## src/design/mem_bus_pkg.sv

```systemverilog
package mem_bus_pkg;

	// ====================
	// bus geometry
	// ====================

	localparam int DATA_W = 16; // data word width.
	localparam int ADDR_W = 16; // address width of one bus cycle.
	localparam int SEG_W  = 4;  // segment number width, the high part of the page.

	// ====================
	// bus operations
	// ====================

	// the operation latched by the sequencer when a strobe is first seen.
	typedef enum logic [1:0] {
		OP_NONE  = 2'd0,
		OP_READ  = 2'd1,
		OP_WRITE = 2'd2,
		OP_CFG   = 2'd3
	} bus_op_e;

	// ====================
	// sequencer states
	// ====================

	// one bus cycle walks through these states in order.
	// configure cycles skip S_ACCESS, unmapped pages leave from S_ACCESS.
	typedef enum logic [2:0] {
		S_IDLE   = 3'd0, // waiting for a strobe while armed.
		S_MAP    = 3'd1, // map lookup or map write in flight.
		S_ACCESS = 3'd2, // entry is valid to check, request goes out.
		S_WAIT   = 3'd3, // waiting for the module or the map.
		S_OK     = 3'd4  // ok is held until the strobe drops.
	} seq_state_e;

endpackage

```

## src/design/mem_map_pkg.sv

```systemverilog
package mem_map_pkg;

	// ====================
	// map geometry
	// ====================

	localparam int NUM_MODULES = 4;
	localparam int MOD_W       = 2; // selects one of NUM_MODULES.
	localparam int FRAMES      = 8; // frames held by one module.
	localparam int FRAME_W     = 3;
	localparam int PAGE_W      = 8; // segment number and the upper address bits.
	localparam int OFFSET_W    = 12; // a frame holds 2**OFFSET_W words.
	localparam int MAP_DEPTH   = 2 ** PAGE_W;

	// one page map entry.
	// an entry with valid low leaves the page unmapped and the access gets no ok.
	typedef struct packed {
		logic               valid;
		logic [MOD_W-1:0]   mod_id;
		logic [FRAME_W-1:0] frame;
	} map_entry_t;

endpackage

```

## src/design/read_collector.sv

```systemverilog
`timescale 1ns/1ns

module read_collector (
	input  logic                                                   clk,
	input  logic                                                   rst_n,
	input  logic [mem_map_pkg::NUM_MODULES-1:0]                    rvalid,
	input  logic [mem_map_pkg::NUM_MODULES-1:0][mem_bus_pkg::DATA_W-1:0] rdata_in,
	output logic                                                   done,
	output logic [mem_bus_pkg::DATA_W-1:0]                         rdata
);

	logic [mem_bus_pkg::DATA_W-1:0] pick;

	// at most one module answers a read, since sel is one-hot.
	always_comb begin
		pick = '0;
		for (int i = 0; i < mem_map_pkg::NUM_MODULES; i++) begin
			if (rvalid[i])
				pick = rdata_in[i];
		end
	end

	// ====================
	// result register
	// ====================

	// rdata is only replaced by the next read.
	// it stays stable for the whole time ok is held.
	always_ff @(posedge clk) begin
		if (!rst_n) begin
			done  <= 1'b0;
			rdata <= '0;
		end else begin
			done <= |rvalid; // one cycle pulse to the sequencer.
			if (|rvalid)
				rdata <= pick;
		end
	end

endmodule

```

## config.mk

```make
export PLATFORM = sky130hd
export DESIGN_NAME = read_collector
export DESIGN_NICKNAME = d
export VERILOG_FILES = /design/src/design/mem_bus_pkg.sv /design/src/design/mem_map_pkg.sv /design/src/design/read_collector.sv
export SDC_FILE = /design/constraint.sdc
export NUM_CORES = 1
export LEC_CHECK = 0
export BUFFER_PORTS_ARGS = -buffer_cell sky130_fd_sc_hd__clkbuf_2
export CAP_MARGIN = 20
export CORE_UTILIZATION = 39
export CTS_CLUSTER_SIZE = 25
export DETAILED_ROUTE_END_ITERATION = 12
export PLACE_DENSITY = 0.78
export SETUP_SLACK_MARGIN = 0.2
export SKIP_LAST_GASP = 1
export SLEW_MARGIN = 20
export SYNTH_ARGS = -nofsm -noshare
export SYNTH_HDL_FRONTEND = slang
export SYNTH_SLANG_ARGS = --single-unit
```

## constraint.sdc

```tcl
create_clock -name clk -period 1.27 [get_ports clk]
set_input_delay 0 -clock clk [delete_from_list [all_inputs] [get_ports clk]]
set_output_delay 0 -clock clk [all_outputs]
set_load 0.005 [all_outputs]
```

; ---- Word level (Yosys, flattened, before mapping)
; Cells that the tools add are included.
[word_totals]
regBits = 17
in_bits = 70
output_inout_bits = 17
word_cells = 7
[classes]
mux = 4
n_reduce_logical = 1
[ops]
columns = operator, n
row1 = 2-to-1 mux 16 bit, 4
row2 = OR reduction 4 bit, 1

; ---- Depth between registers and ports, before layout
[depth]
word_depth = 4
depth_mapped = 6
ltp_nobuf = 3

; ---- Worst setup path before layout
; No wires, ideal clock.
[synth_path]
path_type = input to register
from = input rvalid[2] (netlist name)
to = register rdata[0] (netlist name)
setup_ps = 121
arrival_ps = 861
required_ps = 1149
path_slack_ps = 288
path_stages = 5
n_path_buf = 2
path_cell_list = buf_6 -> o41a_4 -> buf_6 -> o21ai_2 -> o2bb2ai_1
[synth_between]
elab_chain_len = 2
word_cells_on_any_way = 3
cone_classes = 2 x mux / 1 x reduce/logical
[synth_rtl]
columns = element, line_no
row1 = "start, declared", read_collector.sv:6  ; input logic [mem_map_pkg::NUM_MODULES-1:0] rvalid,
row2 = 2-to-1 mux 16 bit (2 in a row), read_collector.sv:18  ; if (rvalid[i])
row3 = "end signal, assigned", read_collector.sv:36  ; rdata <= pick;
row4 = "end, declared", read_collector.sv:9  ; output logic [mem_bus_pkg::DATA_W-1:0] rdata
; Several ways; a longest one is shown, not always the timed one.
; A chain may end at the register's enable or synchronous reset.

; ---- Worst setup path in the final report
[layout_path]
from = input rvalid[3] (netlist name)
to = register rdata[12] (netlist name)
[layout_between]
elab_chain_len = 1
word_cells_on_any_way = 2
cone_classes = 1 x mux / 1 x reduce/logical
[layout_rtl]
columns = element, line_no
row1 = OR reduction 4 bit or 2-to-1 mux 16 bit (tied branches), "read_collector.sv:35, read_collector.sv:18"
; Several ways; a longest one is shown, not always the timed one.

==> impl_metrics.toml <==
[placed_design]
dp.cells = 231
hpwl_um = 2770
gp_congestion = 0.745
portBuffers = 86

[worst_hold_path]
min_path_type = "input pin to flop"
hold_depth = 3

[routing]
post-route-drc-count = 0
vias = 1398
first_pass_iters = 4
wl_per_cell_um = 15.1
route.final.wire_length_um = 3960
antenna_left = 0
drt_iter0_markers = 80
via_per_inst = 5.32

[floorplanning]
die_w_um = 55.6
ioPinCount = 87
num_rows = 19
start_util_pct = 41.0
core_region_area_sq_um = 2730
fp.dieArea_sq_um = 3090
die_h_um = 55.6

[timing]
fmax_mhz = 1100
whs_ps = 13.8
finalSetupTns_ps = 0
drv_slew = 0
fin_worst_skew_ps = 0
setup_violations = 0
rsz0062_at_grt = "no"
fin_crit_sh_pct = 71.3
timing.slew.headroom_pct = 57.8
tightest_slew_ps = 632
post-route-min-period_ps = 905
hold_violations = 0

[grt]
grt_pass1_vias = 1479
grt_pass1_wl_um = 6530
grt_max_degree = 18
grtUsageMet2_pct = 48.0
gr-usage-met1_pct = 32.9
antenna_found_initial = 0
grt.overflow.total = 0
grt_util_all_layers_pct = 26.7
use_met3_pct = 3.49
gr-max-usage-layer = "met2"

[clocking]
clkSinkCount = 17
postCtsResizedCells = 0
ctsLongestPathBuffers = 2
cts_root_buffer = "clkbuf_4"
post_cts_buffers = 0
cts_tree = "yes"
postCtsHoldBufs = 28
h-tree-depth = 1
insertion_delay_ps = 290
path_clk_slew_ps = 100
numCtsBuffers = 3

[worst_setup_path]
cp.required_ps = 1500
path_class = "input pin to flop"
startpoint_type = "input pin"
worstPathMaxFanout = 15
cp_num_cells = 5
path_buf_inv = 3
path_cells = "clkbuf_2, buf_4, inv_1, o21ai_0, o2bb2ai_1"
endpoint_kind = "flop"
crit_family = "buffers and inverters"
reg2reg_depth = 1
arrival_ps = 1130
worst_path_max_delay_cell = "inv_1"
reg2reg_slack_ps = 640
slowest_delay_ps = 470

[power_and_ir_drop]
pwr_density_cell_nw_per_um2 = 706
switchingPower_uw = 383
switching_share_pct = 28.8
p_comb_share_pct = 33.0
power_frac_clock_pct = 21.8
leakage_nw = 0.984
ir_worst_vdd_mv = 0.516
seqPwrFrac_pct = 45.2
power.internal_uw = 948

[yosys]
synth_common_cells = "dfxtp_1 (17), a211oi_1 (16), a21o_1 (15), and3b_1 (15), o2bb2ai_1 (15)"
synth_edf_count = 0
yosysMostFrequentCell = "dfxtp_1"
synth_top_area_share_pct = 30.4
synth_top_area_cell = "dfxtp_1"
synth_area_sq_um = 1120
avgSynthCellArea_sq_um = 9.57
synth.net_count = 187
synth_area_leaders = "dfxtp_1 (30%), and3b_1 (12%), o2bb2ai_1 (12%)"
synthFlopType = "dfxtp_1"
ys_warn_count = 0
synth-seq-area-share_pct = 30.4
ys_seq_elements = 17
ys_types = 19
async_reset_ff_share_pct = 0
netlist_instances = 117

[final_layout]
area_growth_pct = 68.5
drive_gt1_share_pct = 47.8
layout.cells.non_filler = 263
nNetsFinal = 303
diodes = 0

[job]
max_cap_violations = 0

[status]
outcome = "completed"
[stage by stage]
stage	setup WS, ps	power (mW)	cell area (sq um)	utilization (%)
6_report	365	1.33	1890	69.0
5_1_grt	261	1.41	1890	69.0
4_1_cts	385	1.35	1890	69.0
3_5_place_dp	65.9	0.980	1580	57.8
3_3_place_gp	135	0.966	1580	57.8
2_1_floorplan	288	0.789	1120	-
[power by group through the flow]
| stage | Combinational [mW] | Sequential [mW] | Clock, mW |
|---|---|---|---|
| final | 0.439 | 0.601 | 0.291 |
| after global routing | 0.481 | 0.607 | 0.324 |
| after CTS | 0.437 | 0.601 | 0.309 |
| after detailed placement | 0.367 | 0.613 | 0 |
| after global placement | 0.354 | 0.612 | 0 |
| after floorplan | 0.175 | 0.614 | 0 |
[cells by family (layout without fill, tap and decap cells)]
| family | Yosys count | in the layout | share of synthesized area (%) |
|---|---|---|---|
| flops | 17 | 17 | 30.4 |
| simple gates | 21 | 21 | 15.8 |
| compound gates | 65 | 65 | 45.9 |
| buf+inv | 14 | 129 | 7.93 |
[tightest hold or removal path: cells and delay by family]
kind	cells	cell delay, ps
buffers and inverters	1	80
AO/OA/AOI/OAI	2	200
[cell usage in the layout (no fill, tap or decap), types with 2 or more instances in the layout]
cell | netlist | routed
a211oi_1 | 16 | 16
a21o_1 | 15 | 15
and3b_1 | 15 | 15
buf_4 | 2 | 10
clkbuf_2 | 0 | 86
clkbuf_4 | 0 | 3
dfxtp_1 | 17 | 17
dlygate4sd3_1 | 0 | 28
nand2_1 | 2 | 2
o21ai_0 | 8 | 8
o21ai_2 | 9 | 9
o2bb2ai_1 | 15 | 15
[flip-flops by register name, indices dropped and copies added (netlist names)]
signal	flops
rdata	16
done	1
[per-layer routing]
layer	part of all wire, %	vias to the layer above
met5	0	-
met4	1.3	0
met3	5.5	6
met2	50	67
met1	44	633
li1	-	692
[final timing paths]
path,end,start
max,rdata[12],rvalid[3]
min,rdata[14],rdata_in[62]
max reg2reg,rdata[9],rdata[9]
min reg2reg,rdata[11],rdata[11]
[layout make-up]
type | count | area, sq um
Tap cell | 31 | 38.8
Sequential cell | 17 | 340
Timing Repair Buffer | 124 | 786
Clock buffer | 3 | 22.5
Multi-Input combinational cell | 86 | 691
Clock inverter | 1 | 5.00
Inverter | 1 | 3.75
Fill cell | 230 | 847
No activity file was read; power rests on OpenSTA's default activity.
