===== src/design/mem_bus_pkg.sv =====
package mem_bus_pkg;

	// ====================
	// bus geometry
	// ====================

	localparam int DATA_W = 16; // data word width.
	localparam int ADDR_W = 16; // address width of one bus cycle.
	localparam int SEG_W  = 4;  // segment number width, the high part of the page.

	// ====================
	// bus operations
	// ====================

	// the operation latched by the sequencer when a strobe is first seen.
	typedef enum logic [1:0] {
		OP_NONE  = 2'd0,
		OP_READ  = 2'd1,
		OP_WRITE = 2'd2,
		OP_CFG   = 2'd3
	} bus_op_e;

	// ====================
	// sequencer states
	// ====================

	// one bus cycle walks through these states in order.
	// configure cycles skip S_ACCESS, unmapped pages leave from S_ACCESS.
	typedef enum logic [2:0] {
		S_IDLE   = 3'd0, // waiting for a strobe while armed.
		S_MAP    = 3'd1, // map lookup or map write in flight.
		S_ACCESS = 3'd2, // entry is valid to check, request goes out.
		S_WAIT   = 3'd3, // waiting for the module or the map.
		S_OK     = 3'd4  // ok is held until the strobe drops.
	} seq_state_e;

endpackage


===== src/design/mem_map_pkg.sv =====
package mem_map_pkg;

	// ====================
	// map geometry
	// ====================

	localparam int NUM_MODULES = 4;
	localparam int MOD_W       = 2; // selects one of NUM_MODULES.
	localparam int FRAMES      = 8; // frames held by one module.
	localparam int FRAME_W     = 3;
	localparam int PAGE_W      = 8; // segment number and the upper address bits.
	localparam int OFFSET_W    = 12; // a frame holds 2**OFFSET_W words.
	localparam int MAP_DEPTH   = 2 ** PAGE_W;

	// one page map entry.
	// an entry with valid low leaves the page unmapped and the access gets no ok.
	typedef struct packed {
		logic               valid;
		logic [MOD_W-1:0]   mod_id;
		logic [FRAME_W-1:0] frame;
	} map_entry_t;

endpackage


===== src/design/mem_req_if.sv =====
`timescale 1ns/1ns

interface mem_req_if;

	logic                             req;    // one cycle pulse per access.
	logic                             write;  // high for a write, low for a read.
	logic [mem_map_pkg::FRAME_W-1:0]  frame;  // physical frame inside the module.
	logic [mem_map_pkg::OFFSET_W-1:0] offset; // word inside the frame.
	logic [mem_bus_pkg::DATA_W-1:0]   wdata;

	// the sequencer drives every request field.
	modport master (
		output req, write, frame, offset, wdata
	);

	// all modules share the same request and qualify it with their own sel bit.
	modport slave (
		input req, write, frame, offset, wdata
	);

endinterface


===== src/design/bus_sequencer.sv =====
`timescale 1ns/1ns

module bus_sequencer (
	input  logic                                  clk,
	input  logic                                  rst_n,
	input  logic                                  rd,
	input  logic                                  wr,
	input  logic                                  cfg,
	input  logic [mem_bus_pkg::SEG_W-1:0]         seg,
	input  logic [mem_bus_pkg::ADDR_W-1:0]        addr,
	input  logic [mem_bus_pkg::DATA_W-1:0]        wdata,
	output logic                                  lookup_en,
	output logic [mem_map_pkg::PAGE_W-1:0]        page,
	output logic                                  cfg_we,
	output logic [mem_map_pkg::PAGE_W-1:0]        cfg_page,
	output mem_map_pkg::map_entry_t               cfg_entry,
	input  mem_map_pkg::map_entry_t               entry,
	mem_req_if.master                             req_if,
	output logic [mem_map_pkg::NUM_MODULES-1:0]   sel,
	input  logic                                  done,
	output logic                                  ok
);

	mem_bus_pkg::seq_state_e state;
	mem_bus_pkg::bus_op_e    op;
	mem_bus_pkg::bus_op_e    next_op;

	logic any_strobe;
	logic armed; // set once all strobes have been seen low.
	logic start;

	assign any_strobe = rd | wr | cfg;
	assign start      = (state == mem_bus_pkg::S_IDLE) & any_strobe & armed;

	// only one strobe is expected, read wins if the master breaks that rule.
	assign next_op = rd ? mem_bus_pkg::OP_READ :
	                 wr ? mem_bus_pkg::OP_WRITE : mem_bus_pkg::OP_CFG;

	// ====================
	// handshake FSM
	// ====================

	always_ff @(posedge clk) begin
		if (!rst_n) begin
			state     <= mem_bus_pkg::S_IDLE;
			op        <= mem_bus_pkg::OP_NONE;
			armed     <= 1'b1;
			lookup_en <= 1'b0;
			cfg_we    <= 1'b0;
			req_if.req <= 1'b0;
			sel       <= '0;
			ok        <= 1'b0;
		end else begin
			// lookup, map write and module request are single cycle pulses.
			lookup_en  <= 1'b0;
			cfg_we     <= 1'b0;
			req_if.req <= 1'b0;
			sel        <= '0;

			case (state)
				mem_bus_pkg::S_IDLE: begin
					if (!any_strobe) begin
						armed <= 1'b1;
					end else if (start) begin
						armed     <= 1'b0;
						op        <= next_op;
						lookup_en <= (next_op != mem_bus_pkg::OP_CFG);
						cfg_we    <= (next_op == mem_bus_pkg::OP_CFG);
						state     <= mem_bus_pkg::S_MAP;
					end
				end

				mem_bus_pkg::S_MAP: begin
					// the map is written or the entry is registered on this edge.
					if (op == mem_bus_pkg::OP_CFG)
						state <= mem_bus_pkg::S_WAIT;
					else
						state <= mem_bus_pkg::S_ACCESS;
				end

				mem_bus_pkg::S_ACCESS: begin
					if (entry.valid) begin
						req_if.req <= 1'b1;
						sel        <= mem_map_pkg::NUM_MODULES'(1) << entry.mod_id;
						state      <= mem_bus_pkg::S_WAIT;
					end else begin
						// unmapped page, no ok and the master times out.
						op    <= mem_bus_pkg::OP_NONE;
						state <= mem_bus_pkg::S_IDLE;
					end
				end

				mem_bus_pkg::S_WAIT: begin
					// writes and configures are finished here, reads wait for the collector.
					if (op != mem_bus_pkg::OP_READ || done) begin
						ok    <= 1'b1;
						state <= mem_bus_pkg::S_OK;
					end
				end

				mem_bus_pkg::S_OK: begin
					if (!any_strobe) begin
						ok    <= 1'b0; // falls the cycle after the release.
						armed <= 1'b1;
						op    <= mem_bus_pkg::OP_NONE;
						state <= mem_bus_pkg::S_IDLE;
					end
				end

				default: state <= mem_bus_pkg::S_IDLE;
			endcase
		end
	end

	// ====================
	// cycle payload
	// ====================

	// the address and data are stable while the strobe is held, so they are taken once.
	always_ff @(posedge clk) begin
		if (start) begin
			page             <= {seg,
				addr[mem_bus_pkg::ADDR_W-1 -: mem_map_pkg::PAGE_W - mem_bus_pkg::SEG_W]};
			req_if.offset    <= addr[mem_map_pkg::OFFSET_W-1:0];
			req_if.wdata     <= wdata;
			req_if.write     <= (next_op == mem_bus_pkg::OP_WRITE);
			cfg_page         <= wdata[mem_map_pkg::PAGE_W-1:0]; // page to configure.
			cfg_entry.valid  <= addr[0];
			cfg_entry.frame  <= addr[3:1];
			cfg_entry.mod_id <= addr[5:4];
		end
		if (state == mem_bus_pkg::S_ACCESS)
			req_if.frame <= entry.frame; // goes out together with the request.
	end

endmodule


===== src/flat_wrapper.sv =====
// flat-port wrapper written by rule: the top's interface ports become plain ports
module bus_sequencer_flat 
  (clk, rst_n, rd, wr, cfg, seg, addr, wdata, lookup_en, page, cfg_we, cfg_page, cfg_entry, entry, sel, done, ok, req_if_req, req_if_write, req_if_frame, req_if_offset, req_if_wdata);
  mem_req_if req_if_i ();
  input  logic clk;
  input  logic rst_n;
  input  logic rd;
  input  logic wr;
  input  logic cfg;
  input  logic [mem_bus_pkg::SEG_W-1:0] seg;
  input  logic [mem_bus_pkg::ADDR_W-1:0] addr;
  input  logic [mem_bus_pkg::DATA_W-1:0] wdata;
  output logic lookup_en;
  output logic [mem_map_pkg::PAGE_W-1:0] page;
  output logic cfg_we;
  output logic [mem_map_pkg::PAGE_W-1:0] cfg_page;
  output mem_map_pkg::map_entry_t cfg_entry;
  input  mem_map_pkg::map_entry_t entry;
  output logic [mem_map_pkg::NUM_MODULES-1:0] sel;
  input  logic done;
  output logic ok;
  output wire logic [$bits(req_if_i.req)-1:0] req_if_req;
  output wire logic [$bits(req_if_i.write)-1:0] req_if_write;
  output wire logic [$bits(req_if_i.frame)-1:0] req_if_frame;
  output wire logic [$bits(req_if_i.offset)-1:0] req_if_offset;
  output wire logic [$bits(req_if_i.wdata)-1:0] req_if_wdata;
  assign req_if_req = req_if_i.req;
  assign req_if_write = req_if_i.write;
  assign req_if_frame = req_if_i.frame;
  assign req_if_offset = req_if_i.offset;
  assign req_if_wdata = req_if_i.wdata;
  bus_sequencer u_core (.clk(clk), .rst_n(rst_n), .rd(rd), .wr(wr), .cfg(cfg), .seg(seg), .addr(addr), .wdata(wdata), .lookup_en(lookup_en), .page(page), .cfg_we(cfg_we), .cfg_page(cfg_page), .cfg_entry(cfg_entry), .entry(entry), .req_if(req_if_i), .sel(sel), .done(done), .ok(ok));
endmodule

===== config.mk =====
export PLATFORM = sky130hd
export DESIGN_NAME = bus_sequencer_flat
export DESIGN_NICKNAME = d
export VERILOG_FILES = /design/src/design/mem_bus_pkg.sv /design/src/design/mem_map_pkg.sv /design/src/design/mem_req_if.sv /design/src/design/bus_sequencer.sv /design/src/flat_wrapper.sv
export SDC_FILE = /design/constraint.sdc
export NUM_CORES = 1
export LEC_CHECK = 0
export BUFFER_PORTS_ARGS = -buffer_cell sky130_fd_sc_hd__buf_2
export CAP_MARGIN = 20
export CORE_UTILIZATION = 39
export DETAILED_ROUTE_END_ITERATION = 10
export PLACE_DENSITY = 0.82
export SLEW_MARGIN = 30
export SYNTH_ARGS = -nofsm -noshare
export SYNTH_HDL_FRONTEND = slang
export SYNTH_SLANG_ARGS = --single-unit

===== constraint.sdc =====
create_clock -name clk -period 3.9 [get_ports clk]
set_input_delay 0.585 -clock clk [delete_from_list [all_inputs] [get_ports clk]]
set_output_delay 0.585 -clock clk [all_outputs]
set_load 0.02 [all_outputs]

# After elaboration in Yosys (flattened, before gate mapping)
# Index checks and enable logic that the tools add are counted.
dict set report word_totals {
  regBits 68
}
dict set report op_classes {
  n_eq_ne 15
  n_shift 1
  n_mux 22
  n_bitwise 4
  reduce_logical 12
}
# op count
set ops {}
lappend ops {{3-bit case mux with 5 select lines} 1}
lappend ops {{2-bit 2-to-1 mux} 6}
lappend ops {{3-bit 2-to-1 mux} 4}
lappend ops {{3-bit AND reduction} 3}
lappend ops {{1-bit 2-to-1 mux} 8}
lappend ops {{2-bit by 1-bit inequality test with 1-bit output, second input constant} 4}
lappend ops {{4-bit AND reduction} 2}
lappend ops {{2-bit == test, second input constant} 3}
lappend ops {{3-bit by 2-bit == test with 1-bit output, second input constant} 2}
lappend ops {{2-bit inequality test, second input constant} 3}
lappend ops {{2-bit case mux with 3 select lines} 1}
lappend ops {{5-bit AND reduction} 1}
lappend ops {{1-bit case mux with 2 select lines} 2}
lappend ops {{2-bit nonzero test} 2}
lappend ops {{1-bit by 2-bit left shift with 4-bit output, first input constant} 1}
lappend ops {{3-bit by 1-bit == test with 1-bit output, second input constant} 1}
lappend ops {{3-bit == test, second input constant} 1}
lappend ops {{3-bit zero test} 1}
lappend ops {{3-bit inequality test, second input constant} 1}
lappend ops {{3-bit nonzero test} 1}
lappend ops {{1-bit bitwise AND} 2}
lappend ops {{1-bit bitwise OR} 2}
lappend ops {{2-bit AND reduction} 1}
lappend ops {{1-bit logical OR} 1}

# Depth between registers and ports, before layout
dict set report depth {
  depth_word 7
  mapped_depth 7
}

# Worst setup path before layout
# Ideal clock, no wire load.
dict set report synth_timing {
  path_kind {flip-flop to flip-flop}
  start {register u_core.state[0]}
  end {register, netlist name u_core.cfg_entry[3]}
  setup_time_ns 0.477
  t_arrival_ns 3.366
  required_ns 3.423
  setup_slack_ns 0.057
  stages_incl_launch_ff 4
  n_path_buf 1
  cell_sequence {dfxtp_1 > buf_6 > or3b_4 > nor3_1}
}
dict set report synth_via {
  elab_chain_cells 3
}
# item line_no
set synth_lines {}
lappend synth_lines {{start, declared} bus_sequencer.sv:24} ;# mem_bus_pkg::seq_state_e state;
lappend synth_lines {{start signal, assigned} bus_sequencer.sv:45} ;# state <= mem_bus_pkg::S_IDLE;
lappend synth_lines {{start signal, assigned} bus_sequencer.sv:69} ;# state <= mem_bus_pkg::S_MAP;
lappend synth_lines {{start signal, assigned} bus_sequencer.sv:76} ;# state <= mem_bus_pkg::S_WAIT;
lappend synth_lines {{3-bit zero test} bus_sequencer.sv:33} ;# assign start = (state == mem_bus_pkg::S_IDLE) & any_strobe & armed;
lappend synth_lines {{1-bit bitwise AND (2 in a row)} bus_sequencer.sv:33}
lappend synth_lines {{net u_core.start} bus_sequencer.sv:30} ;# logic start;
# The timed path passes the listed nets, and every way through them passes these cells.
# A chain may end at the register's enable or synchronous reset.

# Worst setup path in the final report
dict set report layout_timing {
  start {register u_core.state[1]}
  end {register u_core.page[5] in the netlist's numbering (enable)}
}
dict set report layout_via {
  elab_chain_cells 3
}
# item line_no
set layout_lines {}
lappend layout_lines {{3-bit zero test} bus_sequencer.sv:33}
lappend layout_lines {{1-bit bitwise AND (2 in a row)} bus_sequencer.sv:33}
lappend layout_lines {{net u_core.start} bus_sequencer.sv:30}
lappend layout_lines {{end signal, assigned} bus_sequencer.sv:122} ;# page <= {seg,
lappend layout_lines {{end, declared} bus_sequencer.sv:13} ;# output logic [mem_map_pkg::PAGE_W-1:0] page,
# The timed path passes the listed nets, and every way through them passes these cells.

==> reports/qor.csv <==
stage,metric,value,unit
detailed_routing,drtIter0Drc,32,
clocking,htreeDepth,2,
worst_setup_path,critical_path.top_delay_family,simple AND/OR/NAND/NOR gates,
yosys,muxShareOfSynthArea,0,%
global_routing,grt_pass1_wl,4.84,mm
floorplanning,rows,25,
cells_and_area,multiInputGateArea,282,um2
yosys,yosysSeqAreaShare,77.8,%
floorplanning,dieArea,5160,um2
clocking,cts_setup_buffers,0,
flow_run,maxCapViolCount,0,
global_routing,grtUsageTotal,12.6,%
sta,setup_tns,0,ps
sta,finClkSkew,6.27,ps
floorplanning,die_w,71.9,um
sta,slew_headroom,69.9,%
worst_setup_path,critPathMaxFanout,37,
floorplanning,die_h,71.9,um
clocking,cts_buffer_depth,2,
run_status,status,"finished, final reports clean",
power,cellPowerDensity,587,nW/um2
floorplanning,pin_count,110,
placed_design,place_hpwl,2.74,mm
yosys,synthDistinctLibCells,28,
clocking,cts_resized,0,
yosys,synthCells,123,
hold_path,min_from,seg[2],
yosys,syn_avg_cell_area,15.5,um2
worst_setup_path,r2r_slack,2120,ps
global_routing,grt_pass1_vias,1114,
sta,tightest_slew,451,ps
worst_setup_path,cp.required,3840,ps
worst_setup_path,crit_path_start_kind,flop,
detailed_routing,via_per_inst,4.48,
sta,min_period_over_period,45.6,%
worst_setup_path,criticalPathCategory,reg -> reg,
worst_setup_path,reg2regPathDepth,3,
clocking,root_buffer,clkbuf_8,
worst_setup_path,cp_slowest_cell,or3b_4,
yosys,synthAdderAreaFrac,0,%
yosys,synth_area,1900,um2
detailed_routing,dr.pass1.iters,4,
clocking,clkTransAtPathRegs,90,ps
power,totalPowerFinal,1470,uW
floorplanning,core_area,4720,um2
worst_setup_path,timing.rr.end,u_core.page[5],
yosys,synth-compound-area-share,4.54,%
sta,setup_viol,0,
detailed_routing,wl_per_cell,12.1,um
clocking,clkLatencyLatePin,290,ps
global_routing,grt_max_degree,38,
clocking,clock-sinks,54,
clocking,cts_tree,done,
hold_path,hold_depth,1,
power,vdd_ir_drop_max,238,uV
clocking,cts_buffers,5,
worst_setup_path,critPathMaxStageDelay,440,ps
cells_and_area,drive_above_1_share,55.6,%
sta,period_minus_slack,1780,ps
detailed_routing,drc_errors,0,
sta,hold_violations,0,
cells_and_area,nets,271,
power,p_leak,0.00109,uW
sta,rsz0062_at_grt,false,
detailed_routing,vias,1298,
cells_and_area,area_growth,31.3,%
sta,fmax,0.562,GHz
yosys,ys_warn_count,0,
floorplanning,start_util,40.3,%
global_routing,grt-ovfl-total,0,
hold_path,min_path_type,in -> reg,
worst_setup_path,cp_cell_sequence,"or3b_4, nor3_2, buf_4",
placed_design,globalplace.congestion,0.726,
yosys,synth-seq-cells,54,
hold_path,min_to,u_core.page[6],
yosys,synth_xor_area_share,0,%
sta,drv_slew,0,
cells_and_area,seq_area,1480,um2
worst_setup_path,crit_arrival,1720,ps
detailed_routing,wl,3.50,mm
cells_and_area,diodes,0,
global_routing,antenna_found_initial,0,
cells_and_area,nFillCells,399,
worst_setup_path,r2r_start,u_core.state[1],
clocking,holdBufCountCts,0,
detailed_routing,drtAntennaViolNets,0,
placed_design,port_buffers,109,
worst_setup_path,crit_path_end_kind,flop,
worst_setup_path,cp_num_buf_inv,1,
yosys,synth_nets,171,
yosys,synth_top_family_by_area,simple AND/OR/NAND/NOR gates,
yosys,yosys.area_share.simple,9.99,%
[logic make-up (layout without fill, tap and decap cells)]
logic type / count (synthesis) / after routing
AO/OA/AOI/OAI: 12 / 12
buffers and inverters: 22 / 122
flip-flops: 54 / 54
AND/OR/NAND/NOR: 35 / 35
[cell usage in the layout (no fill, tap or decap)]
cell	synthesis	routed
buf_2	2	109
edfxtp_1	40	40
dfxtp_1	14	14
nor2_1	7	7
nand2_1	7	7
inv_1	5	5
clkbuf_8	0	5
nor3_1	5	4
nand3_1	4	4
a21oi_1	3	3
nor2b_1	2	2
nand2b_1	2	2
o22ai_1	2	2
a221oi_1	2	2
or3b_4	1	1
nor3_2	0	1
or3_4	1	1
or2b_2	1	1
nor2_2	1	1
nand3b_1	1	1
a221oi_2	1	1
or3b_2	1	1
a31oi_1	1	1
o21ai_0	1	1
and3_1	1	1
and3_2	1	1
o21a_1	1	1
o31ai_1	1	1
clkinvlp_4	0	1
clkbuf_1	0	1
buf_4	14	1
[synth_stat cells (all sizes together)]
cell | n | area share (%)
inv | 5 | 0.99
o31ai | 1 | 0.39
nor3 | 5 | 1.3
buf | 17 | 6.6
dfxtp | 14 | 15
nand3 | 4 | 1.1
a21oi | 3 | 0.79
edfxtp | 40 | 63
a31oi | 1 | 0.33
or3b | 2 | 1.1
nor2 | 8 | 1.7
and3 | 2 | 0.72
or3 | 1 | 0.59
o21ai | 1 | 0.26
or2b | 1 | 0.46
nor2b | 2 | 0.66
nand2 | 7 | 1.4
nand3b | 1 | 0.39
o22ai | 2 | 0.66
o21a | 1 | 0.39
nand2b | 2 | 0.66
a221oi | 3 | 1.7
[flip-flops by register name, summed over array words and instances (netlist names)]
name / count
u_core.ok: 1
u_core.lookup_en: 1
u_core.state: 3
u_core.armed: 1
u_core.req_if.offset: 11
u_core.cfg_entry: 1
u_core.op: 2
u_core.page: 8
u_core.req_if.wdata: 9
u_core.cfg_we: 1
u_core.cfg_page: 7
u_core.req_if.frame: 3
u_core.req_if.write: 1
u_core.sel: 4
u_core.req_if.req: 1
[how the worst max path moves through the flow]
stage / slack, ps / from / to / depth (start not counted)
3_5_place_dp: 2120 / rd / u_core.cfg_page[0] / 4
6_report: 2120 / u_core.state[1] / u_core.page[5] / 3
4_1_cts: 2120 / u_core.state[1] / u_core.req_if.wdata[7] / 3
5_1_grt: 2050 / u_core.state[1] / u_core.req_if.wdata[11] / 3
2_1_floorplan: 60 / u_core.state[0] / u_core.cfg_entry[3] / 3
3_3_place_gp: 2160 / rd / u_core.cfg_page[0] / 4
[power breakdown]
part / leakage, uW / switching (uW) / total, uW / internal (uW)
clock: 0.0000373 / 158 / 281 / 123
combinational: 0.000561 / 268 / 395 / 127
sequential: 0.000496 / 44.3 / 791 / 746
[through the flow]
step	instance area, um2	std cells	hold WS (ps)	setup WS [ps]	utilization (%)
finish	2500	290	462	2120	52.9
global placement	2420	283	466	2160	51.2
global route	2500	290	444	2050	52.9
detailed placement	2420	283	459	2120	51.2
CTS	2500	290	450	2120	52.9
floorplan	1900	123	440	56.6	-
[routing by layer]
| metal | vias to the layer above | GRT usage [%] | share of wire (%) |
|---|---|---|---|
| met3 | 5 | 4.92 | 9.7 |
| li1 | 626 | - | - |
| met5 | - | 0 | 0 |
| met2 | 81 | 24.4 | 53 |
| met4 | 0 | 4.58 | 0.83 |
| met1 | 586 | 11.8 | 36 |
[worst reg2reg max path: stages, from the launching register on]
cell and delay [ps]:
dfxtp_1 420, or3b_4 440, nor3_2 120, buf_4 420
[layout make-up]
class,instances,share of cell area (%)
Clock inverter,1,0.300
Multi-Input combinational cell,47,11.3
Sequential cell,54,59.3
Clock buffer,6,2.90
Timing Repair Buffer,110,22.1
Inverter,5,0.751
Tap cell,67,3.36
No activity file was read; power rests on OpenSTA's default activity.
